### src/obj_defines.svh
// widths and constants for the sprite line stage
// include this in any file that needs the sizes, the guard keeps repeats harmless
`ifndef OBJ_DEFINES_SVH
`define OBJ_DEFINES_SVH

// line buffer address width, one half holds 512 pixels
`define OBJ_AW 9

// colour index and palette widths
`define OBJ_CW 4
`define OBJ_PW 4

// command queue entries, also the credits the host starts with
`define OBJ_FIFO_DEPTH 4

// added to the inverted x when the screen is flipped
`define OBJ_FLIP_OFFSET 8

// clocks from rd sampled high to pix valid
`define OBJ_RD_DLY 2

`endif

### src/obj_pkg.sv
// shared types for the sprite line stage
// modules import this for commands, pixels, write beats and the drawer FSM
`include "obj_defines.svh"

package obj_pkg;

    // one sprite row as sent by the host
    typedef struct packed {
        logic [`OBJ_AW-1:0]   xpos;    // x of the first pixel
        logic [`OBJ_PW-1:0]   pal;
        logic                 hflip;
        logic [8*`OBJ_CW-1:0] pixels;  // pixel 0 sits in the low nibble
    } obj_cmd_t;

    // line buffer word, color 0 is transparent or blank
    typedef struct packed {
        logic [`OBJ_PW-1:0] pal;
        logic [`OBJ_CW-1:0] color;
    } obj_pix_t;

    // one pixel write from the drawer
    typedef struct packed {
        logic [`OBJ_AW-1:0] addr;
        obj_pix_t           pix;
        logic               we;
    } obj_wr_t;

    typedef enum logic {
        DRAW_IDLE,
        DRAW_RUN
    } draw_state_e;

endpackage

### src/obj_cmd_fifo.sv
// command queue between the host and the drawer
// host pushes under credit control, every pop returns one credit a clock later
`timescale 1ns/1ns
`include "obj_defines.svh"

module obj_cmd_fifo (
    input  logic              clk,
    input  logic              rst,
    input  logic              push,
    input  obj_pkg::obj_cmd_t push_cmd,
    input  logic              pop,
    output obj_pkg::obj_cmd_t head,
    output logic              not_empty,
    output logic              credit
);
    import obj_pkg::*;

    localparam int DEPTH = `OBJ_FIFO_DEPTH;
    localparam int PTRW  = $clog2(DEPTH);
    localparam int CNTW  = $clog2(DEPTH + 1);

    obj_cmd_t        mem [DEPTH];
    logic [PTRW-1:0] wr_ptr;
    logic [PTRW-1:0] rd_ptr;
    logic [CNTW-1:0] count;
    logic            full;
    logic            do_push;
    logic            do_pop;

    assign full      = count == CNTW'(DEPTH);
    assign not_empty = count != '0;
    // a push into a full queue breaks the credit contract, drop it
    assign do_push   = push && !full;
    assign do_pop    = pop && not_empty;

    // head is the oldest entry, read combinationally
    assign head = mem[rd_ptr];

    // storage, no reset
    always_ff @(posedge clk) begin
        if (do_push) begin
            mem[wr_ptr] <= push_cmd;
        end
    end

    always_ff @(posedge clk) begin
        if (rst) begin
            wr_ptr <= '0;
            rd_ptr <= '0;
            count  <= '0;
            credit <= 1'b0;
        end else begin
            if (do_push) begin
                wr_ptr <= (wr_ptr == PTRW'(DEPTH - 1)) ? '0 : wr_ptr + 1'b1;
            end
            if (do_pop) begin
                rd_ptr <= (rd_ptr == PTRW'(DEPTH - 1)) ? '0 : rd_ptr + 1'b1;
            end
            // occupancy only moves when exactly one side acts
            case ({do_push, do_pop})
                2'b10:   count <= count + 1'b1;
                2'b01:   count <= count - 1'b1;
                default: count <= count;
            endcase
            // registered pop is the credit pulse
            credit <= do_pop;
        end
    end

endmodule

### config.mk
export PLATFORM = sky130hd
export DESIGN_NAME = obj_cmd_fifo
export DESIGN_NICKNAME = d
export VERILOG_FILES = /design/src/obj_pkg.sv /design/src/obj_cmd_fifo.sv
export VERILOG_INCLUDE_DIRS = /design/src
export SDC_FILE = /design/constraint.sdc
export NUM_CORES = 1
export LEC_CHECK = 0
export ABC_CLOCK_PERIOD_IN_PS = 3000
export BUFFER_PORTS_ARGS = -buffer_cell sky130_fd_sc_hd__buf_2
export CORE_MARGIN = 2
export CORE_UTILIZATION = 30
export CTS_CLUSTER_SIZE = 16
export DETAILED_ROUTE_END_ITERATION = 7
export MAX_ROUTING_LAYER = met4
export PLACE_DENSITY_LB_ADDON = 0.08
export SYNTH_ARGS = -nofsm -noshare
export SYNTH_HDL_FRONTEND = slang
export SYNTH_SLANG_ARGS = --single-unit
### constraint.sdc
create_clock -name clk -period 3 [get_ports clk]
set_input_delay 0.75 -clock clk [delete_from_list [all_inputs] [get_ports clk]]
set_output_delay 0.75 -clock clk [all_outputs]
set_load 0.01 [all_outputs]
# Word-level counts from Yosys, hierarchy flattened
# Memory sizes are Yosys's and may differ from the RTL's. A register that Yosys moved wholly into a read port is not among the register bits.
# Index checks and enable logic that the tools add are counted.
# classes
n_addsub,4
n_reduce_logical,5
eq_ne,5
n_bitwise,0
n_div,0
order_cmp,0
mux,7
multipliers,0
n_shift,0
# op_table
operator,count
2-bit two-way mux,4
"2-bit equality test, second input constant",3
3-bit case mux with 2 select lines,1
"2-bit by 1-bit adder with 2-bit output, second input constant",2
"3-bit by 1-bit adder with 3-bit output, second input constant",1
"3-bit equality test, second input constant",1
3-bit nonzero test,1
"3-bit by 1-bit subtractor with 3-bit output, second input constant",1
"2-bit by 1-bit equality test with 1-bit output, second input constant",1
1-bit logical AND,2
1-bit two-way mux,2
2-bit nonzero test,1
1-bit zero test,1
# totals
mem_bits_rw,184
mem_bits_ro,0
ff_bits,8
latch_bits,0
n_memories,1
input_bits,50
# mem_list
name,words,word_bits,rd,rd_ports_with_merged_regs,wr,line,source
mem,4,46,1,1,1,obj_cmd_fifo.sv:22,obj_cmd_t mem [DEPTH];

# Longest topological paths before layout
# logic_depth
ltp_word,5
mapped_depth,9
mapped_depth_nobuf,9

# Least setup slack after synthesis
# Ideal clock, no wire load.
# synth_timing
path_type,input to register
startpoint,in push
endpoint,mem mem[0][0] (netlist name) (enable)
path_slack_ps,701
n_path_buf,0
setup_time_ps,408
stages,1
arrival_time_ps,1891
required_ps,2592
path_cell_list,and3_1
# synth_between
elab_chain_len,3
# synth_rtl
element,line,source
start: declaration,obj_cmd_fifo.sv:9,"input logic push,"
1-bit logical AND,obj_cmd_fifo.sv:33,assign do_push = push && !full;
1-bit two-way mux,obj_cmd_fifo.sv:41,if (do_push) begin
1-bit two-way mux (implied by the code),obj_cmd_fifo.sv:42,mem[wr_ptr] <= push_cmd;
end: declaration,obj_cmd_fifo.sv:22,
# No other way between the ends.

==> metrics.yaml <==
vias_per_cell: 4.36
drtAntennaViolNets: 0
die_h_um: 158
fin_crit_ps: 2770
hold_class: "flip-flop to flip-flop"
finalHoldViolCount: 0
antenna_found_initial: 1
via_count: 3229
synth-edff-count: 184
grt_pass1_vias: 3453
hpwl_mm: 8.46
cp_data_arrival_time_ps: 2020
port_buffers: 97
nets: 466
grt_pass1_wl_mm: 20.9
pwr-share-clk_pct: 32.7
ys_ff_latch: 194
crit_cells: 3
syn_avg_cell_area_sq_um: 24.3
dieArea_sq_um: 25100
first_pass_iters: 4
p_sw_share_pct: 25.3
slew-limit-headroom_pct: 64.2
whs_ps: 490
clockRootBuffer: "clkbuf_16"
synth_cells: 294
clk_pin_slew_worst_paths_ps: 60
p_int_mw: 5.38
crit_required_ps: 2250
layout_common_cells: "edfxtp_1, buf_2, mux4_2, clkbuf_16, dfxtp_1"
initial_utilization_pct: 30.5
p_comb_share_pct: 20.1
crit_type: "flip-flop to output pin"
drive_gt1_share_pct: 45.8
whs_path_depth: 2
grt_use_met2_pct: 18.6
critPathTopFamily: "flip-flops"
synthArstFlopShare_pct: 0
slowest_delay_ps: 600
outcome: "completed"
cts_tree: "done"
cts-htree-levels: 4
critPathLaunchType: "flip-flop"
setup_tns_ps: 0
power_density_nw_per_um2: 825
insertion_delay_ps: 420
rsz0062_at_grt: "no"
cts_resized: 0
crit_buf_inv: 2
overflow: 0
final_common_cell: "edfxtp_1"
ys_warn_count: 0
syn_nets: 351
drc: 0
syn_area_sq_um: 7160
seqPwrFrac_pct: 47.2
preCtsSetupSlack_ps: 601
synth_ff_type: "edfxtp_1"
fin_crit_sh_pct: 92.2
syn2layout_area_growth_pct: 22.0
clkSinkCount: 194
critPathMaxFanout: 17
gp_congestion: 0.679
max-cap-violations: 0
setup_violations: 0
drtIter0Drc: 250
grtUsageMet3_pct: 4.11
tightest_slew_ps: 537
endpoint_kind: "output pin"
slew_viol_final: 0
dp_cells: 709
post_drt_wl_per_cell_um: 18.8
wirelength_mm: 13.9
finalClockSkew_ps: 9.74
track_usage_pct: 12.1
cts_buffer_depth: 2
cts_buffers: 17
fp.dieW_um: 158
std_cell_rows: 56
top_usage_layer: "met2"
finalNonFillerCells: 741
worst_r2r_path_depth: 9
synth_cell_types: 27
vdd_drop_max_v: 0.000269
cts_setup_buffers: 0
grt_max_degree: 47
p_leak_nw: 2.92
crit_chain: "buf_4, mux4_2, buf_2"
slowest_stage: "dfxtp_4"
min-delay-start: "rd_ptr[0]"
core_sq_um: 23500
ys_seq_area_share_pct: 80.0
io_pins: 98
timing.rr.start: "count[2]"
switchingPower_mw: 1.83
met1_usage_pct: 15.3
fmax_ghz: 0.361
cts_hold_buf: 0
fin_ws_ps: 233
p_total_mw: 7.21
## worst paths after layout
check	slack (ps)	to
worst max register to register	640	count[2]
worst min-delay path	490	flip-flop
worst max-delay path	230	head[9]
worst min register to register	490	flip-flop
## area by class of cell
type | count | area (sq um)
multi-input cells | 82 | 1330
fillers | 2169 | 14700
well taps | 319 | 399
inverters | 7 | 26.3
diodes | 1 | 2.50
flip-flops and latches | 194 | 5730
clock inverters | 12 | 179
repair buffers | 107 | 636
clock buffers | 19 | 433
## power groups by stage
stage	Combinational, mW	Sequential (mW)	Clock [mW]
detailed placement	1.49	3.47	0
finish	1.45	3.40	2.36
floorplan	0.990	3.38	0
global route	1.59	3.44	2.53
CTS	1.50	3.41	2.42
global placement	1.50	3.46	0
## cell usage after synthesis, types with 2 or more instances
library cell,count,area (sq um)
nand2b_1,2,12.5
edfxtp_1,184,5530
buf_6,4,45.0
ha_1,6,75.1
dfxtp_1,10,200
xor2_1,2,17.5
a21oi_1,3,15.0
or3_1,2,12.5
mux4_2,46,1040
buf_2,4,20.0
mux2i_1,2,20.0
inv_1,6,22.5
and3_1,4,25.0
o31ai_2,2,25.0
nor2_1,5,18.8
## cells by family (layout without fill, tap and decap cells)
logic type	count (synthesis)	in the layout	share of synthesized area, %
DFF	194	194	80.0
muxes	48	48	14.8
and+or+nand+nor	19	19	1.54
buffers and inverters	18	145	1.50
adders and majority gates	7	7	1.33
AOI/OAI and AO/OA	6	6	0.629
xor gates and xnor gates	2	2	0.245
other	0	1	0
## layer usage
layer / vias up / wire (um)
met1: 1681 / 6300
met2: 77 / 6750
met5: - / 0
met4: 0 / 106
met3: 7 / 732
li1: 1464 / -
## registers in the layout, indices dropped and copies added (netlist names), named ones only
signal / cells
mem: 184
count: 3
wr_ptr: 2
rd_ptr: 2
credit: 1
## worst register-to-register path, stage by stage (launching register included)
cell,delay (ps)
dfxtp_1,410
or3b_4,440
and2_4,190
inv_2,40
ha_1,170
inv_1,60
fa_1,380
xor2_1,160
or3_1,310
a21oi_1,130
## per-stage QoR
stage	area, sq um	utilization [%]
after global routing	8730	37.2
after floorplan	7160	-
after global placement	8120	34.6
after CTS	8730	37.2
final	8730	37.2
after detailed placement	8120	34.6
Power figures use the tool's default switching activity.
