### config.mk
export PLATFORM = sky130hd
export DESIGN_NAME = obj_draw
export DESIGN_NICKNAME = d
export VERILOG_FILES = /design/src/obj_pkg.sv /design/src/obj_draw.sv
export VERILOG_INCLUDE_DIRS = /design/src
export SDC_FILE = /design/constraint.sdc
export NUM_CORES = 1
export LEC_CHECK = 0
export BUFFER_PORTS_ARGS = -buffer_cell sky130_fd_sc_hd__buf_2
export CAP_MARGIN = 5
export CORE_UTILIZATION = 45
export CTS_CLUSTER_SIZE = 12
export DETAILED_ROUTE_END_ITERATION = 16
export GPL_TIMING_DRIVEN = 0
export PLACE_DENSITY_LB_ADDON = 0.3
export SYNTH_ARGS = -nofsm -noshare
export SYNTH_HDL_FRONTEND = slang
export SYNTH_SLANG_ARGS = --single-unit
export TNS_END_PERCENT = 100
### constraint.sdc
create_clock -name clk -period 7.6 [get_ports clk]
set_input_delay 1.52 -clock clk [delete_from_list [all_inputs] [get_ports clk]]
set_output_delay 1.52 -clock clk [all_outputs]
set_load 0.01 [all_outputs]
### src/obj_defines.svh
// widths and constants for the sprite line stage
// include this in any file that needs the sizes, the guard keeps repeats harmless
`ifndef OBJ_DEFINES_SVH
`define OBJ_DEFINES_SVH

// line buffer address width, one half holds 512 pixels
`define OBJ_AW 9

// colour index and palette widths
`define OBJ_CW 4
`define OBJ_PW 4

// command queue entries, also the credits the host starts with
`define OBJ_FIFO_DEPTH 4

// added to the inverted x when the screen is flipped
`define OBJ_FLIP_OFFSET 8

// clocks from rd sampled high to pix valid
`define OBJ_RD_DLY 2

`endif

### src/obj_pkg.sv
// shared types for the sprite line stage
// modules import this for commands, pixels, write beats and the drawer FSM
`include "obj_defines.svh"

package obj_pkg;

    // one sprite row as sent by the host
    typedef struct packed {
        logic [`OBJ_AW-1:0]   xpos;    // x of the first pixel
        logic [`OBJ_PW-1:0]   pal;
        logic                 hflip;
        logic [8*`OBJ_CW-1:0] pixels;  // pixel 0 sits in the low nibble
    } obj_cmd_t;

    // line buffer word, color 0 is transparent or blank
    typedef struct packed {
        logic [`OBJ_PW-1:0] pal;
        logic [`OBJ_CW-1:0] color;
    } obj_pix_t;

    // one pixel write from the drawer
    typedef struct packed {
        logic [`OBJ_AW-1:0] addr;
        obj_pix_t           pix;
        logic               we;
    } obj_wr_t;

    typedef enum logic {
        DRAW_IDLE,
        DRAW_RUN
    } draw_state_e;

endpackage

### src/obj_draw.sv
// sprite row drawer, turns one command into eight pixel writes
// handles horizontal flip and marks transparent pixels with we low
// the next command is taken on the eighth pixel so rows stream back to back
`timescale 1ns/1ns
`include "obj_defines.svh"

module obj_draw (
    input  logic              clk,
    input  logic              rst,
    input  obj_pkg::obj_cmd_t cmd,
    input  logic              cmd_avail,
    output logic              pop,
    output obj_pkg::obj_wr_t  wr,
    output logic              draw_idle
);
    import obj_pkg::*;

    localparam int AW = `OBJ_AW;
    localparam int CW = `OBJ_CW;

    draw_state_e   state;
    obj_cmd_t      work;     // command being drawn
    logic [2:0]    idx;      // pixel counter within the row
    logic          last;
    logic [2:0]    sel;      // pixel picked from the row
    logic [CW-1:0] color;
    logic [AW-1:0] addr;

    // registered write beat
    logic [AW-1:0] wr_addr;
    obj_pix_t      wr_pix;
    logic          wr_we;

    assign last = idx == 3'd7;

    // take a command when idle or when finishing the current row
    assign pop = cmd_avail && (state == DRAW_IDLE || (state == DRAW_RUN && last));

    // flipped rows read pixels 7 down to 0, which is the bitwise inverse of idx
    assign sel   = work.hflip ? ~idx : idx;
    assign color = work.pixels[sel*CW +: CW];
    // x wraps modulo the line length
    assign addr  = work.xpos + AW'(idx);

    always_ff @(posedge clk) begin
        if (rst) begin
            state <= DRAW_IDLE;
            idx   <= '0;
        end else begin
            case (state)
                DRAW_IDLE: begin
                    idx <= '0;
                    if (cmd_avail) begin
                        state <= DRAW_RUN;
                    end
                end
                DRAW_RUN: begin
                    // wraps to 0 after pixel 7, ready for a streamed row
                    idx <= idx + 1'b1;
                    if (last && !cmd_avail) begin
                        state <= DRAW_IDLE;
                    end
                end
                default: state <= DRAW_IDLE;
            endcase
        end
    end

    // working copy of the popped command
    always_ff @(posedge clk) begin
        if (pop) begin
            work <= cmd;
        end
    end

    // write enable is control, address and pixel are payload
    always_ff @(posedge clk) begin
        if (rst) begin
            wr_we <= 1'b0;
        end else begin
            // colour 0 never reaches the buffer
            wr_we <= state == DRAW_RUN && color != '0;
        end
    end

    always_ff @(posedge clk) begin
        wr_addr <= addr;
        wr_pix  <= '{pal: work.pal, color: color};
    end

    assign wr = '{addr: wr_addr, pix: wr_pix, we: wr_we};

    // nothing in flight and nothing waiting
    assign draw_idle = state == DRAW_IDLE && !cmd_avail;

endmodule

### Word-level counts from Yosys, hierarchy flattened

Cells that the tools add are included.

* register bits: 68
* output and inout bits: 20

* add/sub/neg operators: 2
* eq/ne operators: 1
* shift operators: 1
* multiplexer cells: 5
* bitwise operators: 2
* reduce and logical (&&, ||, !) cells: 8

Operator list (number)
* 32-bit by 6-bit variable part select with 4-bit output: 1
* 9-bit by 3-bit adder with 9-bit output: 1
* 3-bit one-hot mux with 2 select lines: 1
* 1-bit logical AND: 5
* 4-bit nonzero test: 1
* 3-bit by 1-bit adder with 3-bit output, second input constant: 1
* 3-bit equality test, second input constant: 1
* 3-bit 2-to-1 mux: 1
* 3-bit NOT: 1
* 1-bit 2-to-1 mux: 2
* 1-bit one-hot mux with 2 select lines: 1
* 1-bit logical NOT: 1
* 1-bit logical OR: 1
* 1-bit NOT: 1

### Depth between registers and ports, before layout

Gate-level depths: netlist of run 1.

* depth after elaboration: 5
* mapped depth: 6
* depth with buffers taken out: 5

### Worst setup path after synthesis of run 1

OpenSTA, ideal clock, no wires.

* path type: input port to output port
* from: in cmd_avail
* to: out pop
* data arrival time: 5.112 ns
* data required time: 6.080 ns
* path slack: 0.968 ns
* cell stages on the path: 1
* cells stage by stage: a21boi_0

* longest elaborated chain between the ends: 1

RTL lines
* start, declared: RTL line obj_draw.sv:11 `input logic cmd_avail,`
* 1-bit logical AND: RTL line obj_draw.sv:37 `assign pop = cmd_avail && (state == DRAW_IDLE || (state == DRAW_RUN && last));`
* end, declared: RTL line obj_draw.sv:12 `output logic pop,`

No other way between the ends.

### Worst setup path after layout of run 1

Same ends and word-level chain as after synthesis.

==> impl_metrics.yaml, run 1 <==
run_status:
  outcome: "completed"
drt:
  drtIter0Drc: 84
  viasPerCell: 4.93
  first_pass_iters: 4
  vias: 1469
  wire_per_inst_um: 14.3
  wirelength_um: 4270
  drc: 0
  ant_nets: 0
clock_network:
  cts_hold_repair.buffers: 0
  cts_htree_levels: 3
  cts_resized: 0
  clkLatencyLatePin_ns: 0.33
  path_clk_slew_ns: 0.08
  cts_buffers: 9
  clock_path_buffers: 2
  tritoncts: "done"
  cts_root_buf: "clkbuf_8"
  cts_setup_buffers: 0
  cts.sinks: 68
global_routing:
  grt_pass1_wl_um: 6700
  antenna_found_initial: 0
  grt_pass1_vias: 1412
  overflow: 0
  grt_max_degree: 29
  track_usage_pct: 15.2
synth:
  syn_area_per_cell_um2: 18.4
  synthCells: 141
  syn_area_mm2: 0.00260
  synth_fp_nets: 196
  yosys_warnings: 0
  ys_types: 25
  ys_ff_latch: 68
  yosysSeqAreaShare_pct: 70.0
cells_and_area:
  area_growth_pct: 26.7
  final_cell_area_mm2: 0.00330
  fillers: 457
  finalNonFillerCells: 298
  nets: 276
  drive_gt1_share_pct: 45.6
  fin_util_pct: 59.5
  diodes: 0
min_path:
  min_to: "wr[6]"
  hold_path_class: "reg2reg"
  hold_path_startpoint: "work[34]"
  hold_depth: 0
critical_path:
  cp_data_required_time_ns: 6.08
  critPathMostFrequentCell: "buf_2"
  ff2ff_path_depth: 6
  timing.rr.start: "idx[1]"
  cp_slowest_cell: "a21boi_4"
  path_class: "in2out"
  max_stage_delay_ns: 0.57
  r2r_setup_slack_ns: 5.47
  setup.worst_path.start_class: "input port"
  crit_family: "compound AO/OA/AOI/OAI gates"
  cp_cell_sequence: "buf_2 > a21boi_4 > buf_2"
  worstPathMaxFanout: 20
  crit_arrival_ns: 2.46
  r2r_end: "wr_we"
  cp.buffers_inverters: 2
  path_depth: 3
  cp-end-kind: "output port"
floorplan:
  die_w_um: 78.0
  io_pins: 69
  dieArea_mm2: 0.00609
  core_mm2: 0.00554
  die_h_um: 78.0
  std_cell_rows: 27
  start_util_pct: 47.0
power_and_ir_drop:
  ir_worst_vdd_v: 0.000156
  p_per_area_mw_per_mm2: 245
  power.leakage_nw: 1.33
placed_design:
  portBuffers: 68
  dpl_cell_area_mm2: 0.00306
  place_inst: 282
  place_congestion: 0.685
  dpl.hpwl_um: 3150
  post-place-ws_ns: 3.60
timing:
  slew_headroom_pct: 55.5
  rsz0062_at_grt: "no"
  fin_hold_ws_ns: 0.345
  setup_slack_ns: 3.62
  fmax_mhz: 252
  worst_pin_slew_ns: 0.667
  hold_violations: 0
  fin_crit_ns: 3.98
  timing.final.crit_share_pct: 52.3
  finalSetupViolCount: 0
  skew_ns: 0.00876
  slew_viol_final: 0
flow_run:
  maxCapViolations: 0
cells in the mapped netlist:
master / count / area [µm²]
edfxtp_1: 46 / 1380
dfxtp_1: 22 / 440
mux4_2: 13 / 293
nand3_1: 8 / 40.0
nand2_1: 7 / 26.3
ha_1: 5 / 62.6
a22oi_1: 4 / 30.0
nor2_1: 4 / 15.0
nor2b_1: 4 / 25.0
xnor2_1: 4 / 35.0
buf_6: 3 / 33.8
mux4_1: 3 / 78.8
xor2_1: 3 / 26.3
a21o_1: 2 / 15.0
a21oi_1: 2 / 10.0
and2_1: 2 / 12.5
a21boi_0: 1 / 7.51
and3_1: 1 / 6.26
and3b_1: 1 / 8.76
buf_2: 1 / 5.00
buf_4: 1 / 7.51
fa_1: 1 / 20.0
inv_1: 1 / 3.75
nand4_1: 1 / 6.26
o41a_1: 1 / 11.3
registers in the layout (all words and copies together), names as in the netlist:
name,cells
wr_addr,9
wr_we,1
wr,8
state,1
work,46
idx,3
worst max-delay path by stage:
| stage | to | slack [ns] | start |
|---|---|---|---|
| 2_1_floorplan | pop | 0.97 | cmd_avail |
| 3_3_place_gp | pop | -0.95 | cmd_avail |
| 3_5_place_dp | pop | 3.60 | cmd_avail |
| 4_1_cts | pop | 3.60 | cmd_avail |
| 5_1_grt | pop | 3.56 | cmd_avail |
| 6_report | pop | 3.62 | cmd_avail |
cells by family after synthesis:
group / count (synthesis) / share of synthesized area (%)
flip-flops: 68 / 70.0
AND/OR/NAND/NOR: 28 / 5.39
multiplexers: 16 / 14.3
AO/OA/AOI/OAI: 10 / 2.84
XOR/XNOR: 7 / 2.36
buffers and inverters: 6 / 1.92
adder cells (fa/ha/maj): 6 / 3.17
routing by layer:
layer	wire length, µm	track usage (%)
met5	0	0
met4	53	5.56
met3	220	4.88
met2	2070	24.5
met1	1930	19.3
cells in the final DEF, fill, tap and decap left out, types with 3 or more instances in the layout:
cell       count
mux4_1         3
nand3_1        8
nor2_1         4
nand2_1        7
clkbuf_8      10
nor2b_1        4
xnor2_1        4
a22oi_1        4
dfxtp_1       22
ha_1           5
mux4_2        13
buf_2         69
clkbuf_16      3
buf_6          3
edfxtp_1      46
xor2_1         3
metrics by stage:
stage                     power, W  TNS, ns
after floorplan           0.000470        0
after global placement    0.000497   -0.948
after detailed placement  0.000499        0
after CTS                 0.000817        0
after global routing      0.000841        0
final                     0.000809        0
area by class of cell:
| cell class | count | area [µm²] | share of cell area (%) |
|---|---|---|---|
| Sequential cell | 68 | 1820 | 55.3 |
| Multi-Input combinational cell | 67 | 741 | 22.5 |
| Timing Repair Buffer | 69 | 360 | 10.9 |
| Clock buffer | 13 | 213 | 6.45 |
| Tap cell | 72 | 90.1 | 2.73 |
| Buffer | 5 | 46.3 | 1.40 |
| Clock inverter | 3 | 21.3 | 0.645 |
| Inverter | 1 | 3.75 | 0.114 |
report_power, final:
group	leakage [nW]	switching, W	total, W	internal [W]
sequential	0.623	0.00000958	0.000429	0.000420
combinational	0.590	0.0000274	0.0000605	0.0000331
clock	0.119	0.000132	0.000319	0.000187
No activity file was read; power rests on OpenSTA's default activity.
==> inputs of run 2 (changes only) <==
- clock period: 7.6 -> 4.15 ns (I/O delays scaled with it)
==> run 2 against run 1 <==
Via count up 0.20%; global-route usage up 0.32 points; core utilization down 0.36 points; highest routed layer unchanged; final cell count unchanged.
==> impl_metrics.yaml, run 2 (synthesized netlist as in run 1, its figures left out) <==
run_status:
  outcome: "completed"
critical_path:
  path_depth: 5
  critical_path.endpoint: "pop"
  cp_data_required_time_ns: 3.32
  cp_slowest_cell: "a21boi_4"
  cp-end-kind: "output port"
  critPathMostFrequentCell: "ha_1"
  path_class: "reg2out"
  timing.rr.start: "idx[1]"
  worstPathMaxFanout: 23
  startpoint: "idx[1]"
  r2r_end: "wr_we"
  max_stage_delay_ns: 0.64
  crit_family: "compound AO/OA/AOI/OAI gates"
  setup.worst_path.start_class: "flop"
  cp.buffers_inverters: 2
  cp_cell_sequence: "ha_1 > ha_1 > inv_1 > a21boi_4 > buf_2"
  ff2ff_path_depth: 6
  r2r_setup_slack_ns: 2.07
  crit_arrival_ns: 2.07
global_routing:
  antenna_found_initial: 0
  grt_pass1_wl_um: 6760
  met2_usage_pct: 25.5
  use_met3_pct: 6.74
  overflow: 0
  grt_max_degree: 26
  track_usage_pct: 15.5
  grt_use_met1_pct: 17.9
  grt_busiest_layer: "met2"
  grt_pass1_vias: 1432
timing:
  skew_ns: 0.00805
  worst_pin_slew_ns: 0.795
  rsz0062_at_grt: "no"
  fin_hold_ws_ns: 0.350
  setup_slack_ns: 1.25
  slew_viol_final: 0
  fin_crit_ns: 2.90
  fmax_mhz: 345
  finalSetupViolCount: 0
  timing.final.crit_share_pct: 69.8
  slew_headroom_pct: 46.9
  hold_violations: 0
drt:
  viasPerCell: 4.94
  ant_nets: 0
  drc: 0
  first_pass_iters: 4
  wire_per_inst_um: 14.4
  drtIter0Drc: 51
  vias: 1472
  wirelength_um: 4290
power_and_ir_drop:
  power_w: 0.00146
  p_switching_w: 0.000293
  p_int_w: 0.00116
  power.leakage_nw: 1.32
  pwr-share-comb_pct: 7.7
  clkPwrFrac_pct: 38.3
  p_per_area_mw_per_mm2: 444
  ir_worst_vdd_v: 0.000250
  p_seq_share_pct: 54.0
  switching_share_pct: 20.1
cells_and_area:
  largest_reg_flops: 46
  nets: 276
  final_common_cell: "buf_2"
  final_cell_area_mm2: 0.00328
  regMostFlops: "work"
  drive_gt1_share_pct: 45.1
  area_growth_pct: 26.0
  final_cell_mix: "buf_2, edfxtp_1, dfxtp_1"
  diodes: 0
placed_design:
  post-place-ws_ns: 1.44
  dpl.hpwl_um: 3220
  portBuffers: 68
  dpl_cell_area_mm2: 0.00307
  place_congestion: 0.705
flow_run:
  maxCapViolations: 0
clock_network:
  clock_path_buffers: 2
  tritoncts: "done"
  cts.sinks: 68
  cts_htree_levels: 3
  cts_hold_repair.buffers: 0
  cts_buffers: 9
  clkLatencyLatePin_ns: 0.34
  cts_root_buf: "clkbuf_8"
  path_clk_slew_ns: 0.07
  cts_setup_buffers: 0
  cts_resized: 0
floorplan:
  start_util_pct: 47.0
  core_mm2: 0.00554
  die_h_um: 78.0
  std_cell_rows: 27
  io_pins: 69
  dieArea_mm2: 0.00609
  die_w_um: 78.0
min_path:
  hold_path_class: "reg2reg"
## run 2: cell count changes in the layout (fill, tap and decap cells not counted), moves of 2 or more
cell	change
clkinv_2	+3
bufinv_16	+2
clkinv_4	-2
clkbuf_16	-3
## run 2: final cells by class
| type | instances | area [µm²] |
|---|---|---|
| Fill cell | 447 | 2260 |
| Sequential cell | 68 | 1820 |
| Multi-Input combinational cell | 67 | 741 |
| Timing Repair Buffer | 69 | 368 |
| Clock buffer | 10 | 128 |
| Tap cell | 72 | 90.1 |
| Clock inverter | 6 | 78.8 |
| Buffer | 5 | 46.3 |
| Inverter | 1 | 3.75 |
## run 2: worst min path at each step
stage / start / to / slack [ns] / depth (start not counted)
after detailed placement: work[35] / wr[7] / 0.33 / 0
after global placement: work[34] / wr[6] / 0.32 / 0
after floorplan: work[33] / wr[5] / 0.32 / 0
after CTS: work[35] / wr[7] / 0.35 / 0
after global routing: work[34] / wr[6] / 0.37 / 0
final: work[35] / wr[7] / 0.35 / 0
## run 2: through the flow
step / setup TNS (ns) / utilization [%] / cells
floorplan: 0 / - / 141
global placement: -19.72 / 54.7 / 281
CTS: 0 / 59.1 / 298
global route: 0 / 59.1 / 298
detailed placement: 0 / 55.4 / 282
finish: 0 / 59.1 / 298
## run 2: routing by layer
metal / vias to the layer above / wire [µm]
met5: - / 0
met4: 0 / 59
li1: 713 / -
met3: 7 / 242
met2: 46 / 2220
met1: 706 / 1770
## run 2: power by group through the flow
stage	clock (W)	combinational (W)	sequential [W]
3_5_place_dp	0	0.000114	0.000801
6_report	0.000558	0.000112	0.000786
4_1_cts	0.000573	0.000114	0.000787
5_1_grt	0.000600	0.000122	0.000790
3_3_place_gp	0	0.000106	0.000802
2_1_floorplan	0	0.0000544	0.000805
